[src/logic/uart_tx.sv]
module uart_tx #(
  parameter int unsigned ClksPerBit = 16
) (
  input  logic       jtag_tck,
  input  logic       rst_n_i,
  input  logic [7:0] data_i,
  input  logic       start_i,
  output logic       busy_o,
  output logic       tx_o
);

  localparam int unsigned CntWidth = $clog2(ClksPerBit + 1);
  localparam logic [CntWidth-1:0] CntFull = CntWidth'(ClksPerBit - 1);

  // Stop bit, data LSB first, start bit at position 0
  logic [9:0]          shift_q;
  logic [3:0]          bit_q;
  logic [CntWidth-1:0] cnt_q;

  always_ff @(posedge jtag_tck) begin
    if (!rst_n_i) begin
      shift_q <= '1;
      bit_q   <= '0;
      cnt_q   <= '0;
      busy_o  <= 1'b0;
    end else if (!busy_o) begin
      if (start_i) begin
        shift_q <= {1'b1, data_i, 1'b0};
        bit_q   <= '0;
        cnt_q   <= '0;
        busy_o  <= 1'b1;
      end
    end else if (cnt_q == CntFull) begin
      cnt_q <= '0;
      // Ones shift in behind the frame so the line ends up idle high
      shift_q <= {1'b1, shift_q[9:1]};
      if (bit_q == 4'd9) begin
        busy_o <= 1'b0;
      end else begin
        bit_q <= bit_q + 1'b1;
      end
    end else begin
      cnt_q <= cnt_q + 1'b1;
    end
  end

  assign tx_o = shift_q[0];

endmodule

[config.mk]
export PLATFORM = sky130hd
export DESIGN_NAME = uart_tx
export DESIGN_NICKNAME = d
export VERILOG_FILES = /design/src/logic/uart_tx.sv
export SDC_FILE = /design/constraint.sdc
export NUM_CORES = 1
export LEC_CHECK = 0
export BUFFER_PORTS_ARGS = -buffer_cell sky130_fd_sc_hd__buf_2
export CORE_MARGIN = 2
export CORE_UTILIZATION = 30
export DETAILED_ROUTE_END_ITERATION = 10
export PLACE_DENSITY_LB_ADDON = 0.3
export SYNTH_ARGS = -nofsm -noshare
export SYNTH_HDL_FRONTEND = slang
export SYNTH_SLANG_ARGS = --single-unit
[constraint.sdc]
create_clock -name jtag_tck -period 2.1 [get_ports jtag_tck]
set_clock_uncertainty 0.15 [all_clocks]
set_input_delay 0.315 -clock jtag_tck [delete_from_list [all_inputs] [get_ports jtag_tck]]
set_output_delay 0.315 -clock jtag_tck [all_outputs]
set_load 0.02 [all_outputs]
==> flow_summary.toml <==
[cts]
cts_root_buffer = "clkbuf_4"
cts_made_buffers = 3
ctsResizeCount = 0
cts_tree = "done"
htree_levels = 1
clkTransAtPathRegs_ns = 0.11
cts_hold_buf = 0
clockBufferDepth = 2
clock_sinks = 19
post_cts_buffers = 0
clk_latency_ns = 0.29

[yosys]
synthAdderAreaFrac_pct = 3.812
synth.most_common_cell = "dfxtp_1"
synth-simple-area-share_pct = 19.95
synth-async-reset-ratio_pct = 0
synth_compound_area_share_pct = 18.30
netlist_instances = 104
synthFlopType = "dfxtp_1"
ys_top_cells_by_count = "dfxtp_1 (19), mux2i_1 (14), a22oi_1 (7)"
synth_top_family_by_area = "simple AND/OR/NAND/NOR gates"
avgSynthCellArea_um2 = 9.468
ys_ff_latch = 19
yosysTopAreaCellShare_pct = 38.63
synthMuxAreaShare_pct = 14.23
ys_seq_area_share_pct = 38.63
synth_fp_nets = 118
ys_top_cells_by_area = "dfxtp_1 (39%), mux2i_1 (14%), a22oi_1 (5.3%)"
synth_xor_area_share_pct = 0
synth_edf_count = 0
yosysTopAreaCell = "dfxtp_1"
yosysUniqueCellTypes = 36
synth_area_um2 = 984.7
ys_warn_count = 0

[power_and_ir_drop]
ir_drop_v = 0.0003119
leakagePower_nw = 0.4811
total_power_mw = 0.6499
power_density_mw_per_mm2 = 581.7

[cells_and_area]
antenna_cells = 0
drive_gt1_share_pct = 16.24
syn_to_final_growth_pct = 13.47
instances_no_fill = 161
finalNetCount = 132

[critical_path]
start_kind = "register"
worstPathCellList = "ha_1 > nand4_2 > or4_1 > a31oi_1"
crit_path_end_kind = "register"
crit_required_ns = 2.18
max_stage_delay_ns = 0.55
r2r_start = "cnt_q[0]$_SDFFE_PN0P_"
crit_fanout = 12
slowest_stage = "or4_1"
r2r_slack_ns = 0.26
crit_arrival_ns = 1.92
reg2reg_depth = 4
path_class = "reg2reg"
r2r-end = "bit_q[0]$_SDFFE_PN0P_"

[sta]
setup-violations-final = 0
period_needed_ns = 1.841
whs_ns = 0.09493
fin_crit_sh_pct = 87.69
worst_pin_slew_ns = 0.4873
timing.fmax_mhz = 543.0
final_max_slew_viol_count = 0
hold_viol = 0
worst_slack_ns = 0.2585
relSlewSlack_pct = 67.39
fin_tns_setup_ns = 0
rsz0062_at_grt = "no"

[global_route]
grt_max_degree = 17
grt_pass1_wl_mm = 3.422
grt_remaining_overflow = 0
grt_pass1_vias = 779
grt_antenna_before_repair = 0
grt.total_usage_pct = 12.21

[flow_run]
maxCapViolations = 0

[floorplanning]
num_io_pins = 13
initial_core_util_pct = 31.99
coreArea_mm2 = 0.003078
dieArea_mm2 = 0.003756
die_x_um = 61.29
die_h_um = 61.29
rows = 20

[placed_design]
place_hpwl_mm = 1.426
place.gp.congestion = 0.7714
numPortBuffers = 12
preCtsSetupSlack_ns = 0.2739
dp_cells = 157

[drt]
avgRoutedWirePerCell_um = 12.64
vias = 828
drc = 0
dr.pass1.iters = 4
drt_iter0_markers = 7
ant_nets = 0
viasPerCell = 5.143
drt_wl_total_mm = 2.035

[min_path]
hold_depth = 2
min_from = "rst_n_i"
hp-class = "in2reg"
hold_path_end = "shift_q[0]$_SDFFE_PN1P_"

[status]
outcome = "completed"
==> per-layer routing <==
metal / share of wire, % / vias to the layer above / track usage (%) / routed length [µm]
li1: - / 422 / - / -
met1: 47 / 398 / 15.61 / 966
met2: 50 / 6 / 20.67 / 1017
met3: 1.9 / 2 / 1.891 / 38
met4: 0.64 / 0 / 4.658 / 13
met5: 0 / - / 0 / 0
==> worst max-delay path: cells and delay by family (launching register included) <==
| family | cells | cell delay (ns) |
|---|---|---|
| adder cells (fa/ha/maj) | 1 | 0.24 |
| AO/OA/AOI/OAI | 1 | 0.16 |
| AND/OR/NAND/NOR | 2 | 0.84 |
| flip-flops | 1 | 0.38 |
==> area by class of cell <==
class / count / area (µm²)
clock buffers: 4 / 26.28
fillers: 317 / 1961
inverters: 5 / 18.77
multi-input cells: 74 / 554.3
flip-flops and latches: 19 / 380.4
well taps: 44 / 55.05
repair buffers: 15 / 82.58
==> cell usage in the layout (no fill, tap or decap), types with 4 or more instances in the layout <==
| master | n |
|---|---|
| nor2_1 | 4 |
| mux2i_1 | 14 |
| buf_2 | 12 |
| a22oi_1 | 7 |
| dfxtp_1 | 19 |
| a21oi_1 | 6 |
| nand2_1 | 4 |
| inv_1 | 4 |
==> through the flow <==
step / instance area (µm²) / util [%]
6_report: 1117 / 36.30
5_1_grt: 1117 / 36.30
4_1_cts: 1117 / 36.30
3_5_place_dp: 1091 / 35.45
3_3_place_gp: 1091 / 35.45
2_1_floorplan: 984.7 / -
==> how the worst max path moves through the flow <==
stage	endpoint	cells past startpoint	slack [ns]	from
floorplan	bit_q[2]$_SDFFE_PN0P_	5	0.45	cnt_q[0]$_SDFFE_PN0P_
global placement	bit_q[1]$_SDFFE_PN0P_	4	0.35	cnt_q[0]$_SDFFE_PN0P_
detailed placement	bit_q[1]$_SDFFE_PN0P_	4	0.27	cnt_q[0]$_SDFFE_PN0P_
CTS	bit_q[0]$_SDFFE_PN0P_	4	0.25	cnt_q[0]$_SDFFE_PN0P_
global route	bit_q[2]$_SDFFE_PN0P_	4	0.11	cnt_q[0]$_SDFFE_PN0P_
finish	bit_q[0]$_SDFFE_PN0P_	4	0.26	cnt_q[0]$_SDFFE_PN0P_
==> sequential cells by signal, indices dropped and copies added, names as in the netlist <==
name	count
cnt_q	5
busy_o	1
bit_q	4
shift_q	9
==> power breakdown <==
group | leakage, nW | switching (mW) | internal, mW
Sequential | 0.155 | 0.0106 | 0.375
Combinational | 0.311 | 0.0415 | 0.0336
Clock | 0.0150 | 0.115 | 0.0739
==> cells by family after synthesis <==
group,Yosys count
multiplexers,14
AND/OR/NAND/NOR,31
flip-flops,19
buffers and inverters,11
AO/OA/AOI/OAI,26
adder cells (fa/ha/maj),3
(Power assumes the default switching activity.)
