File: src/logic/uart_rx.sv
module uart_rx #(
  parameter int unsigned ClksPerBit = 16
) (
  input  logic       jtag_tck,
  input  logic       rst_n_i,
  input  logic       rx_i,
  output logic [7:0] data_o,
  output logic       valid_o
);

  localparam int unsigned CntWidth = $clog2(ClksPerBit + 1);
  localparam logic [CntWidth-1:0] CntHalf = CntWidth'((ClksPerBit - 1) / 2);
  localparam logic [CntWidth-1:0] CntFull = CntWidth'(ClksPerBit - 1);

  typedef enum logic [1:0] {
    RxIdle,
    RxStart,
    RxData,
    RxStop
  } rx_state_e;

  rx_state_e           state_q;
  logic [2:0]          line_q;
  logic [CntWidth-1:0] cnt_q;
  logic [2:0]          bit_q;
  logic [7:0]          shift_q;
  logic                rx_s;
  logic                fall;

  // Two flops against metastability, the third only for edge detection
  assign rx_s = line_q[1];
  assign fall = line_q[2] & ~line_q[1];

  always_ff @(posedge jtag_tck) begin
    if (!rst_n_i) begin
      line_q  <= 3'b111;
      state_q <= RxIdle;
      cnt_q   <= '0;
      bit_q   <= '0;
      valid_o <= 1'b0;
    end else begin
      line_q  <= {line_q[1:0], rx_i};
      valid_o <= 1'b0;
      case (state_q)
        RxIdle: begin
          if (fall) begin
            state_q <= RxStart;
            cnt_q   <= '0;
          end
        end
        // Wait half a bit, then confirm the start bit is still low
        RxStart: begin
          if (cnt_q == CntHalf) begin
            cnt_q   <= '0;
            bit_q   <= '0;
            state_q <= rx_s ? RxIdle : RxData;
          end else begin
            cnt_q <= cnt_q + 1'b1;
          end
        end
        RxData: begin
          if (cnt_q == CntFull) begin
            cnt_q   <= '0;
            bit_q   <= bit_q + 1'b1;
            if (bit_q == 3'd7) begin
              state_q <= RxStop;
            end
          end else begin
            cnt_q <= cnt_q + 1'b1;
          end
        end
        // Frame only counts with a high stop bit
        RxStop: begin
          if (cnt_q == CntFull) begin
            state_q <= RxIdle;
            valid_o <= rx_s;
          end else begin
            cnt_q <= cnt_q + 1'b1;
          end
        end
        default: state_q <= RxIdle;
      endcase
    end
  end

  // LSB arrives first
  always_ff @(posedge jtag_tck) begin
    if (state_q == RxData && cnt_q == CntFull) begin
      shift_q <= {rx_s, shift_q[7:1]};
    end
  end

  assign data_o = shift_q;

endmodule

File: config.mk
export PLATFORM = sky130hd
export DESIGN_NAME = uart_rx
export DESIGN_NICKNAME = d
export VERILOG_FILES = /design/src/logic/uart_rx.sv
export SDC_FILE = /design/constraint.sdc
export NUM_CORES = 1
export LEC_CHECK = 0
export ABC_AREA = 1
export BUFFER_PORTS_ARGS = -buffer_cell sky130_fd_sc_hd__buf_4
export CAP_MARGIN = 40
export CORE_MARGIN = 4
export CORE_UTILIZATION = 50
export CTS_BUF_LIST = sky130_fd_sc_hd__clkbuf_2 sky130_fd_sc_hd__clkbuf_4 sky130_fd_sc_hd__clkbuf_8
export DETAILED_ROUTE_END_ITERATION = 12
export PLACE_DENSITY = 0.81
export SYNTH_ARGS = -nofsm -noshare
export SYNTH_HDL_FRONTEND = slang
export SYNTH_SLANG_ARGS = --single-unit
File: constraint.sdc
create_clock -name jtag_tck -period 2.7 [get_ports jtag_tck]
set_input_delay 0.54 -clock jtag_tck [delete_from_list [all_inputs] [get_ports jtag_tck]]
set_output_delay 0.54 -clock jtag_tck [all_outputs]
set_load 0.02 [all_outputs]
==> impl_metrics.ini <==
[power]
p_sw_uw = 141
clkPwrFrac = 0.380
vdd_ir_drop_max_mv = 0.487
seqPwrFrac = 0.544
powerDensity_mw_per_mm2 = 580
p_leak_uw = 0.000490
swShare = 0.215
combPwrFrac = 0.076
p_int_uw = 515

[timing]
slew_headroom = 0.699
setup_viol = 0
period_needed_ps = 1730
rsz0062_at_grt = false
whs_ps = 410
tightest_slew_ps = 451
tns_ps = 0
clock_skew_ps = 3.17
drv_slew = 0
min_period_over_period = 0.639
setup_ws_ps = 973
final_hold_viol_count = 0
timing.fmax_ghz = 0.579

[synth]
synth_top_area_frac = 0.288
synthesis.area_um2 = 972
syn_area_per_cell_um2 = 8.84
ys_ff_latch = 22
yosysWarnings = 0
synth_seq_area_share = 0.535
synth_nets = 117
synthTopCellsByCount = 23 x nand2_1, 15 x nor2_1, 14 x dfxtp_1
synth_top_area_cell = dfxtp_1
synthCells = 110
synth-edff-count = 8
ys_top_cells_by_area = dfxtp_1 29%, edfxtp_1 25%, nand2_1 8.9%
synth.most_common_cell = nand2_1
async_flop_share = 0
synth_ff_type = dfxtp_1
yosysUniqueCellTypes = 22

[floorplan]
initial_core_util = 0.545
core_area_mm2 = 0.00178
dieArea_mm2 = 0.00271
die_x_um = 52.1
io_pins = 12
num_rows = 15
die_y_um = 52.1

[routing]
wirelength_um = 1840
drc_errors = 0
drt_first_pass_iters = 5
drt-vias-per-instance = 5.39
ant_nets = 0
avgRoutedWirePerCell_um = 12.3
vias = 803
drtIter0Drc = 16

[layout]
finalNetCount = 132
diodes = 0
syn_to_final_growth_pct = 16.3
fin_util = 0.634
final_layout_size_suffix_gt1_frac = 0.210

[setup_path]
cp_max_fo = 9
cp.arrival_ps = 1950
crit_required_ps = 2920
endpoint_kind = flop
reg2reg_depth = 8
crit_path_start_kind = flop
critPathKind = reg2reg

[global_route]
grt_pass1_vias = 764
gr-total-overflow = 0
grt_max_degree = 14
track_usage = 0.165
grt_pass1_wl_um = 3310
antenna_found_initial = 0

[clock_network]
cts.sinks = 22
clkTransAtPathRegs_ps = 120
clock_latency_ps = 310
htreeDepth = 1
post_cts_buffers = 0
clock_path_buffers = 2
cts_tree = built
cts_resized = 0
root_buffer = clkbuf_4
ctsHoldBuffers = 0
cts_buffers = 3

[placement]
gp_congestion = 0.864
io_buffers = 11
dp_hpwl_um = 1390
dp_slack_ps = 984

[hold_path]
worstHoldPathCells = 2
hp-class = in2reg

[job]
drv_cap = 0

[run_status]
status = finished clean
## sequential cells by signal, indices dropped and copies added, names as in the netlist, named ones only
| name | flops |
|---|---|
| data_o | 8 |
| bit_q | 3 |
| valid_o | 1 |
| line_q | 3 |
| cnt_q | 5 |
| state_q | 1 |
## final timing paths
| path | to | start | slack (ps) |
|---|---|---|---|
| setup / recovery | bit_q[1] | cnt_q[0] | 970 |
| hold / removal | line_q[0] | rx_i | 410 |
| setup reg to reg | bit_q[1] | cnt_q[0] | 970 |
| hold reg to reg | line_q[1] | line_q[0] | 430 |
## power groups by stage
| stage | clock [µW] | sequential, µW | combinational (µW) |
|---|---|---|---|
| 2_1_floorplan | 0 | 362 | 36.6 |
| 3_3_place_gp | 0 | 364 | 46.2 |
| 3_5_place_dp | 0 | 364 | 47.9 |
| 4_1_cts | 255 | 357 | 49.6 |
| 5_1_grt | 273 | 358 | 56.9 |
| 6_report | 249 | 357 | 49.7 |
## layer usage
metal	track usage	wire [µm]	vias to the layer above	part of all wire
met5	0	0	-	0
met4	0.100	69	0	0.038
met3	0.0315	98	13	0.053
met2	0.274	910	34	0.50
met1	0.194	757	363	0.41
li1	-	-	393	-
## cells by family (layout without fill, tap and decap cells)
family | Yosys count | after routing | share of synthesized area
AND/OR/NAND/NOR | 53 | 53 | 0.254
flip-flops | 22 | 22 | 0.535
AO/OA/AOI/OAI | 17 | 17 | 0.102
buffers and inverters | 14 | 28 | 0.0579
adder cells (fa/ha/maj) | 4 | 4 | 0.0515
## cell usage in the layout (no fill, tap or decap), types with 2 or more instances in the layout
| master | count |
|---|---|
| nand2_1 | 23 |
| nor2_1 | 15 |
| dfxtp_1 | 14 |
| buf_4 | 11 |
| inv_1 | 9 |
| a21oi_1 | 8 |
| edfxtp_1 | 8 |
| o21ai_0 | 7 |
| inv_2 | 4 |
| nand3_1 | 4 |
| ha_1 | 4 |
| clkbuf_4 | 3 |
| or2_2 | 2 |
| nand4_1 | 2 |
## critical path, cell delays in order, from the launching register on
cell     delay [ps]
dfxtp_1         390
ha_1            220
nand4_2         190
nor2_2          410
inv_2            90
o21ai_4          90
inv_2            60
a21oi_1         120
nor2_1           50
## through the flow
| stage | cells | total power, µW | area (µm²) |
|---|---|---|---|
| floorplan | 110 | 399 | 972 |
| global placement | 145 | 410 | 1080 |
| detailed placement | 145 | 412 | 1080 |
| CTS | 149 | 661 | 1130 |
| global route | 149 | 688 | 1130 |
| finish | 149 | 656 | 1130 |
## cell type report
class | count | area (µm²)
fillers | 144 | 652
flip-flops and latches | 22 | 520
multi-input cells | 74 | 395
repair buffers | 11 | 82.6
inverters | 13 | 48.8
well taps | 25 | 31.3
clock inverters | 1 | 30.0
clock buffers | 3 | 22.5
Power figures use the tool's default switching activity.
