File: src/logic/dbg_pkg.sv
package dbg_pkg;

  ////////////////////////////////////////////////////////////
  // Bus geometry
  ////////////////////////////////////////////////////////////

  // Wishbone data word
  parameter int unsigned DataWidth = 32;

  // Byte address seen by the bus
  parameter int unsigned AddrWidth = 32;

  // One select per byte lane
  parameter int unsigned SelWidth = DataWidth / 8;

  ////////////////////////////////////////////////////////////
  // Serial protocol codes
  ////////////////////////////////////////////////////////////

  // Command bytes from the host and response bytes back to it
  typedef enum logic [7:0] {
    DbgEot      = 8'h04,
    DbgAck      = 8'h06,
    DbgCmdRead  = 8'h11,
    DbgCmdWrite = 8'h12
  } dbg_byte_e;

endpackage

File: src/logic/dbg_cmd_engine.sv
module dbg_cmd_engine (
  input  logic                           jtag_tck,
  input  logic                           rst_n_i,
  // Byte stream from the receiver
  input  logic [7:0]                     rx_data_i,
  input  logic                           rx_valid_i,
  // Byte stream to the transmitter
  output logic [7:0]                     tx_data_o,
  output logic                           tx_start_o,
  input  logic                           tx_busy_i,
  // Wishbone classic master
  output logic                           wb_cyc_o,
  output logic                           wb_stb_o,
  output logic                           wb_we_o,
  output logic [dbg_pkg::AddrWidth-1:0]  wb_adr_o,
  output logic [dbg_pkg::SelWidth-1:0]   wb_sel_o,
  output logic [dbg_pkg::DataWidth-1:0]  wb_dat_o,
  input  logic [dbg_pkg::DataWidth-1:0]  wb_dat_i,
  input  logic                           wb_ack_i
);

  localparam int unsigned HdrBytes = dbg_pkg::AddrWidth / 8;
  localparam int unsigned HdrCntW  = $clog2(HdrBytes);
  localparam int unsigned LaneBits = $clog2(dbg_pkg::SelWidth);

  typedef enum logic [2:0] {
    StIdle,
    StAddr,
    StLen,
    StSendAck,
    StLoop,
    StBusWait,
    StSendData,
    StSendEot
  } eng_state_e;

  eng_state_e                    state_q;
  dbg_pkg::dbg_byte_e            cmd_q;
  logic [HdrCntW-1:0]            hdr_cnt_q;
  logic                          bus_q;
  logic                          we_q;
  logic [dbg_pkg::AddrWidth-1:0] adr_q;
  logic [dbg_pkg::AddrWidth-1:0] len_q;
  logic [7:0]                    wdata_q;
  logic [7:0]                    rd_byte_q;
  logic [LaneBits-1:0]           lane;
  logic                          hdr_last;
  logic                          sending;

  ////////////////////////////////////////////////////////////
  // Response bytes
  ////////////////////////////////////////////////////////////

  assign sending = (state_q == StSendAck) || (state_q == StSendData) ||
                   (state_q == StSendEot);

  // Only fire when the transmitter is free
  assign tx_start_o = sending & ~tx_busy_i;

  always_comb begin
    case (state_q)
      StSendAck:  tx_data_o = dbg_pkg::DbgAck;
      StSendEot:  tx_data_o = dbg_pkg::DbgEot;
      default:    tx_data_o = rd_byte_q;
    endcase
  end

  ////////////////////////////////////////////////////////////
  // Bus side
  ////////////////////////////////////////////////////////////

  assign lane     = adr_q[LaneBits-1:0];
  assign hdr_last = (hdr_cnt_q == HdrCntW'(HdrBytes - 1));

  assign wb_cyc_o = bus_q;
  assign wb_stb_o = bus_q;
  assign wb_we_o  = we_q;
  assign wb_adr_o = adr_q;
  assign wb_sel_o = {{(dbg_pkg::SelWidth - 1){1'b0}}, 1'b1} << lane;
  // Same byte on every lane, sel picks the one that lands
  assign wb_dat_o = {dbg_pkg::SelWidth{wdata_q}};

  ////////////////////////////////////////////////////////////
  // Control FSM
  ////////////////////////////////////////////////////////////

  always_ff @(posedge jtag_tck) begin
    if (!rst_n_i) begin
      state_q   <= StIdle;
      cmd_q     <= dbg_pkg::DbgAck;
      hdr_cnt_q <= '0;
      bus_q     <= 1'b0;
      we_q      <= 1'b0;
    end else begin
      case (state_q)
        StIdle: begin
          if (rx_valid_i) begin
            case (rx_data_i)
              dbg_pkg::DbgAck: begin
                cmd_q   <= dbg_pkg::DbgAck;
                state_q <= StSendAck;
              end
              dbg_pkg::DbgCmdRead, dbg_pkg::DbgCmdWrite: begin
                cmd_q     <= dbg_pkg::dbg_byte_e'(rx_data_i);
                hdr_cnt_q <= '0;
                state_q   <= StAddr;
              end
              // Unknown codes are dropped silently
              default: state_q <= StIdle;
            endcase
          end
        end
        StAddr: begin
          if (rx_valid_i) begin
            hdr_cnt_q <= hdr_cnt_q + 1'b1;
            if (hdr_last) begin
              state_q <= StLen;
            end
          end
        end
        StLen: begin
          if (rx_valid_i) begin
            hdr_cnt_q <= hdr_cnt_q + 1'b1;
            if (hdr_last) begin
              state_q <= StSendAck;
            end
          end
        end
        // Challenge ends here, commands go on to the data phase
        StSendAck: begin
          if (tx_start_o) begin
            state_q <= (cmd_q == dbg_pkg::DbgAck) ? StIdle : StLoop;
          end
        end
        StLoop: begin
          if (len_q == '0) begin
            state_q <= StSendEot;
          end else if (cmd_q == dbg_pkg::DbgCmdRead) begin
            bus_q   <= 1'b1;
            we_q    <= 1'b0;
            state_q <= StBusWait;
          end else if (rx_valid_i) begin
            bus_q   <= 1'b1;
            we_q    <= 1'b1;
            state_q <= StBusWait;
          end
        end
        StBusWait: begin
          if (wb_ack_i) begin
            bus_q   <= 1'b0;
            we_q    <= 1'b0;
            state_q <= we_q ? StLoop : StSendData;
          end
        end
        StSendData: begin
          if (tx_start_o) begin
            state_q <= StLoop;
          end
        end
        StSendEot: begin
          if (tx_start_o) begin
            state_q <= StIdle;
          end
        end
        default: state_q <= StIdle;
      endcase
    end
  end

  ////////////////////////////////////////////////////////////
  // Header and data registers
  ////////////////////////////////////////////////////////////

  always_ff @(posedge jtag_tck) begin
    // Address and length arrive LSB first
    if (state_q == StAddr && rx_valid_i) begin
      adr_q <= {rx_data_i, adr_q[dbg_pkg::AddrWidth-1:8]};
    end else if (state_q == StBusWait && wb_ack_i) begin
      adr_q <= adr_q + 1'b1;
    end

    if (state_q == StLen && rx_valid_i) begin
      len_q <= {rx_data_i, len_q[dbg_pkg::AddrWidth-1:8]};
    end else if (state_q == StBusWait && wb_ack_i) begin
      len_q <= len_q - 1'b1;
    end

    if (state_q == StLoop && rx_valid_i) begin
      wdata_q <= rx_data_i;
    end

    // Pick the addressed lane out of the returned word
    if (state_q == StBusWait && wb_ack_i && !we_q) begin
      rd_byte_q <= wb_dat_i[{lane, 3'b000} +: 8];
    end
  end

endmodule

File: config.mk
export PLATFORM = sky130hd
export DESIGN_NAME = dbg_cmd_engine
export DESIGN_NICKNAME = d
export VERILOG_FILES = /design/src/logic/dbg_pkg.sv /design/src/logic/dbg_cmd_engine.sv
export SDC_FILE = /design/constraint.sdc
export NUM_CORES = 1
export LEC_CHECK = 0
export BUFFER_PORTS_ARGS = -buffer_cell sky130_fd_sc_hd__buf_4
export CAP_MARGIN = 20
export CORE_MARGIN = 2
export CORE_UTILIZATION = 55
export CTS_CLUSTER_DIAMETER = 50
export DETAILED_ROUTE_END_ITERATION = 16
export GPL_TIMING_DRIVEN = 0
export HOLD_SLACK_MARGIN = 0.08
export PLACE_DENSITY = 0.9
export SETUP_SLACK_MARGIN = 0.15
export SLEW_MARGIN = 10
export SYNTH_ARGS = -nofsm -noshare
export SYNTH_HDL_FRONTEND = slang
export SYNTH_SLANG_ARGS = --single-unit
File: constraint.sdc
create_clock -name jtag_tck -period 2.6 [get_ports jtag_tck]
set_input_delay 0.39 -clock jtag_tck [delete_from_list [all_inputs] [get_ports jtag_tck]]
set_output_delay 0.39 -clock jtag_tck [all_outputs]
set_load 0.05 [all_outputs]
==> results.ini, run 1 <==
[run_status]
outcome=finished clean

[routing]
postRouteAntennaNets=0
vias_per_cell=6.02
via_count=5114
drt-initial-drc-count=444
wl_per_cell_um=17.7
dr.pass1.iters=5
drc_errors=0
wl_um=15000

[synth]
syn_nets=624
syn_area_mm2=0.00564
async_flop_share_pct=0
ys_seq_area_share_pct=47.9
synth_edf_count=80
synth.ff_latch_count=95
syn_inst=573
synth.distinct_cells=56
yosys_warnings=0
syn_avg_cell_area_um2=9.85
synth_flop_cell=edfxtp_1

[cells_and_area]
area_growth_pct=25.5
n_fill_cell=671
ff_latch_area_mm2=0.00270
layout.nets=763
insertedDiodeCount=0
multi_input_area_mm2=0.00267
drive_above_1_share_pct=27.5

[worst_setup_path]
crit_required_ps=2690
crit_arrival_ps=2470
path_class=register to register
critical_path.most_common_cell=clkbuf_1
cpMaxStageDelayCell=nand3_1
start_kind=register
cp_top_family=simple AND/OR/NAND/NOR gates
endpoint_kind=register
path_buf_inv=3
crit_chain=clkbuf_1, clkbuf_1, nand3_1, nand2_4, buf_16
cpPeakStageDelay_ps=490
cp_max_fo=17

[power_and_ir_drop]
p_clk_share_pct=32.8
peakVddDrop_mv=0.236
leakagePower_nw=2.61
seq_power_share_pct=54.6
powerDensity_mw_per_mm2=456
switchingPower_mw=0.820
switching_share_pct=25.4
p_comb_share_pct=12.6
p_int_mw=2.41

[global_route]
grt_max_degree=21
antenna_found_initial=0
track_usage_pct=26.5
grt_pass1_vias=4744
grt_pass1_wl_um=23600
grt_overflow=0

[floorplan]
ioPinCount=125
die_h_um=105
die_x_um=105
die_area_mm2=0.0111
row_count=36
core_mm2=0.00986
initial_core_util_pct=57.2

[sta]
whs_ps=229
worst_pin_slew_ps=893
skew_ps=13.1
setup_violations=0
timing.slew.headroom_pct=39.9
finalCritPeriodShare_pct=91.7
worst_slack_ps=215
hold_violations=0
layout_min_cycle_time_ps=2380
slew_viol_final=0
rsz0062_at_grt=true
fmax_ghz=0.419

[clocking]
cts_buffers=9
clock_latency_ps=370
clk_pin_slew_ps=90
cts_tree=yes
ctsRootBufferMaster=clkbuf_8
cts_max_level=3
clk_path_buf_depth=2
cts_sinks=95

[run]
maxCapViolCount=0

[place]
dp_slack_ps=-78.1
dp_hpwl_um=11000
gp_congestion=0.961
numPortBuffers=124

[min_path]
min_path_type=input pin to register

[worst paths after layout]
path                 from          end  slack [ps]  cells after the start
min reg2reg      cmd_q[6]     cmd_q[6]         480                      1
min          rx_data_i[6]   wdata_q[6]         230                      1
max            state_q[0]  wb_adr_o[8]         220                      5
max reg2reg    state_q[0]  wb_adr_o[8]         220                      5
[layer usage]
metal | up-vias | GRT usage (%) | part of all wire (%)
li1 | 2331 | - | -
met1 | 2464 | 34.6 | 39
met2 | 273 | 44.1 | 50
met3 | 46 | 4.45 | 8.3
met4 | 0 | 10.3 | 2.6
met5 | - | 0 | 0
[layout make-up]
cell class	instances	area share, %
Buffer	53	4.31
Timing Repair Buffer	128	14.0
Multi-Input combinational cell	413	37.6
Sequential cell	95	38.1
Clock inverter	2	0.512
Inverter	12	0.636
Clock buffer	14	2.45
Tap cell	133	2.35
[timing repair]
item	CTS	global route
setup endpoints to repair	61	77
setup buffers	2	0
hold buffers	0	0
resized for setup	6	16
pin swaps	1	0
[state kept, by name (all words and copies together), names as in the netlist]
register   cells
len_q         32
state_q        3
wdata_q        8
wb_adr_o      32
hdr_cnt_q      2
wb_we_o        1
wb_cyc_o       1
cmd_q          8
rd_byte_q      8
[through the flow]
step | power [mW] | instance area [um^2] | instances | TNS, ps | util [%]
CTS | 3.21 | 7040 | 850 | 0 | 71.3
floorplan | 2.03 | 5660 | 573 | 0 | -
global route | 3.31 | 7080 | 850 | 0 | 71.8
global placement | 2.16 | 6750 | 830 | -8570 | 68.5
finish | 3.23 | 7080 | 850 | 0 | 71.8
detailed placement | 2.18 | 6800 | 832 | -1320 | 68.9
[synthesized netlist by cell type (all sizes together), types with 6 or more instances]
| cell | instances | area (um^2) |
|---|---|---|
| dfxtp | 15 | 300 |
| nand4 | 11 | 83.8 |
| xor2 | 28 | 245 |
| nor2 | 29 | 109 |
| and3 | 13 | 81.3 |
| xnor2 | 32 | 280 |
| mux4 | 8 | 180 |
| a21oi | 9 | 45.0 |
| buf | 27 | 196 |
| nor3 | 25 | 125 |
| o21ai | 64 | 320 |
| edfxtp | 80 | 2400 |
| or3 | 6 | 37.5 |
| and2 | 6 | 37.5 |
| ha | 6 | 75.1 |
| nand2 | 92 | 345 |
| nor4 | 9 | 71.3 |
| nand3 | 16 | 80.1 |
| inv | 12 | 45.0 |
| clkbuf | 26 | 97.6 |
[power groups by stage]
stage               sequential (mW)  clock [mW]  combinational [mW]
global route                   1.77        1.10               0.437
floorplan                      1.81           0               0.212
finish                         1.76        1.06               0.407
detailed placement             1.79           0               0.391
global placement               1.79           0               0.366
CTS                            1.76        1.05               0.396
[layout by cell type, fill, tap and decap left out, types with 13 or more instances in the layout]
| cell type | n |
|---|---|
| o21ai_0 | 58 |
| dfxtp_1 | 15 |
| nor3_1 | 24 |
| buf_4 | 151 |
| nand2_1 | 90 |
| xnor2_1 | 32 |
| xor2_1 | 28 |
| edfxtp_1 | 80 |
| clkbuf_1 | 25 |
| nor2_1 | 29 |
| and3_1 | 13 |
| nand3_1 | 15 |
[kinds of logic (layout without fill, tap and decap cells)]
logic type / after synthesis / after routing / share of synthesized area [%]
AND/OR/NAND/NOR: 239 / 239 / 21.8
XOR/XNOR: 60 / 60 / 9.31
flip-flops: 95 / 95 / 47.9
adder cells (fa/ha/maj): 6 / 6 / 1.33
buffers and inverters: 65 / 209 / 6.01
AO/OA/AOI/OAI: 98 / 98 / 10.1
multiplexers: 10 / 10 / 3.57
Note: power is estimated with default switching activity, not from simulation.
==> run 2: changes to the inputs <==
--- a/config.mk
+++ b/config.mk
@@ -8,12 +8,12 @@
 export BUFFER_PORTS_ARGS = -buffer_cell sky130_fd_sc_hd__buf_4
 export CAP_MARGIN = 20
 export CORE_MARGIN = 2
-export CORE_UTILIZATION = 55
+export CORE_UTILIZATION = 50
 export CTS_CLUSTER_DIAMETER = 50
 export DETAILED_ROUTE_END_ITERATION = 16
 export GPL_TIMING_DRIVEN = 0
 export HOLD_SLACK_MARGIN = 0.08
-export PLACE_DENSITY = 0.9
+export PLACE_DENSITY = 0.86
 export SETUP_SLACK_MARGIN = 0.15
 export SLEW_MARGIN = 10
 export SYNTH_ARGS = -nofsm -noshare
==> constraint.sdc (replaced) <==
create_clock -name jtag_tck -period 1.98 [get_ports jtag_tck]
set_input_delay 0.297 -clock jtag_tck [delete_from_list [all_inputs] [get_ports jtag_tck]]
set_output_delay 0.297 -clock jtag_tck [all_outputs]
set_load 0.05 [all_outputs]
==> run 2 against run 1 <==
The run now ends with setup timing left. Via count rose by 18%. Sequential share of layout area down 7.3 points. Hold slack got worse by 52 ps. Final area grew 24%. Combinational power is 84% higher. Critical endpoint is now state_q[1].
==> results.ini, run 2 (same netlist as run 1, synthesis figures left out) <==
[run_status]
outcome=complete, but fails checks
violations=setup timing

[place]
dp_hpwl_um=10900
numPortBuffers=124
place.detailed.instances=837
dp_slack_ps=-487
gp_congestion=0.930

[worst_setup_path]
cp_max_fo=9
crit_required_ps=2220
cp_top_family=simple AND/OR/NAND/NOR gates
cpMaxStageDelayCell=or4_4
path_class=register to register
start_kind=register
cp-startpoint=len_q[14]
r2r_start=len_q[14]
path_buf_inv=1
crit_arrival_ps=2440
endpoint_kind=register
crit_chain=or4_4, nor4_4, buf_6, a41o_2, nand2_1, o311a_1
cpPeakStageDelay_ps=570

[routing]
vias_per_cell=6.35
wl_um=21700
dr.pass1.iters=7
drt-initial-drc-count=723
drc_errors=0
via_count=6035
postRouteAntennaNets=0
wl_per_cell_um=22.8

[power_and_ir_drop]
p_comb_share_pct=15.5
switching_share_pct=26.5
p_int_mw=3.54
leakagePower_nw=3.53
p_clk_share_pct=36.3
peakVddDrop_mv=0.410
switchingPower_mw=1.28
seq_power_share_pct=48.1
powerDensity_mw_per_mm2=551

[cells_and_area]
mostFrequentLayoutCells=214 x buf_4, 85 x nand2_1, 80 x edfxtp_1, 36 x o21ai_1, 28 x xor2_1
layout.nets=856
final_cells=950
layout_commonest_cell=buf_4
n_fill_cell=573
drive_above_1_share_pct=47.3
insertedDiodeCount=0
area_growth_pct=55.3

[sta]
rsz0062_at_grt=true
layout_min_cycle_time_ps=2200
fmax_ghz=0.455
setup_violations=21
skew_ps=9.41
timing.slew.headroom_pct=52.4
worst_slack_ps=-218
worst_pin_slew_ps=708
slew_viol_final=0
hold_violations=0
finalCritPeriodShare_pct=111
final.setup.tns_ps=-2090

[floorplan]
die_h_um=110
row_count=38
initial_core_util_pct=51.6
ioPinCount=125
die_x_um=110
die_area_mm2=0.0122
core_mm2=0.0109

[global_route]
grt_overflow=0
grt_pass1_vias=5336
antenna_found_initial=0
grt_pass1_wl_um=26800
grt_max_degree=17
track_usage_pct=29.0

[clocking]
clk_path_buf_depth=2
clock_latency_ps=350
cts_sinks=95
cts_tree=yes
ctsHoldBuffers=0
ctsRootBufferMaster=clkbuf_16
clk_pin_slew_ps=70
cts_max_level=3
cts_buffers=9

[min_path]
min_path_type=input pin to register
min-delay-start=rx_data_i[5]

[run]
maxCapViolCount=0

-- run 2: changes by cell type in the layout (fill, tap and decap cells not counted), sizes merged --
cell,change
clkinv,+2
clkinvlp,+4
inv,-2
nand2,+2
buf,+102
clkbuf,-15
-- run 2: routing by layer --
layer | vias up | wire length (um) | track usage [%]
met5 | - | 0 | 0
li1 | 2526 | - | -
met4 | 0 | 1550 | 13.4
met3 | 167 | 2140 | 6.29
met1 | 2836 | 7080 | 33.8
met2 | 506 | 10900 | 50.8
-- run 2: layout make-up --
| cell class | count | area [um^2] | area share, % |
|---|---|---|---|
| inverter | 12 | 51.3 | 0.586 |
| clock inverter | 6 | 61.3 | 0.700 |
| timing repair buffer | 220 | 1810 | 20.6 |
| multi-input combinational | 415 | 3300 | 37.6 |
| buffer | 52 | 437 | 4.98 |
| sequential | 95 | 2700 | 30.9 |
| clock buffer | 10 | 229 | 2.61 |
| tap | 140 | 175 | 2.00 |
-- run 2: what timing repair did --
action | CTS | global route
setup buffers | 39 | 54
endpoints found under the setup margin | 154 | 124
endpoints found under the hold margin | 0 | 0
cloned | 4 | 1
gates resized for setup | 87 | 136
pin swaps | 19 | 54
-- run 2: stage by stage --
stage	hold slack, ps	utilization [%]	area, um^2	total power, mW
after floorplan	396	-	5840	2.67
after global placement	457	63.5	6940	2.84
after detailed placement	462	63.5	6940	2.87
after CTS	163	72.0	7880	4.67
after global routing	166	80.1	8760	4.95
final	177	80.1	8760	4.82
-- run 2: power by group through the flow --
stage	Combinational [mW]	Clock, mW	Sequential [mW]
floorplan	0.285	0	2.38
finish	0.750	1.75	2.32
global placement	0.489	0	2.36
detailed placement	0.511	0	2.36
global route	0.787	1.84	2.32
CTS	0.616	1.74	2.31
-- run 2: final timing paths --
check | end | slack, ps | cells after the start
worst max-delay path | state_q[1] | -220 | 6
worst min-delay path | wdata_q[5] | 180 | 1
worst max register to register | state_q[1] | -220 | 6
worst min register to register | cmd_q[5] | 480 | 1
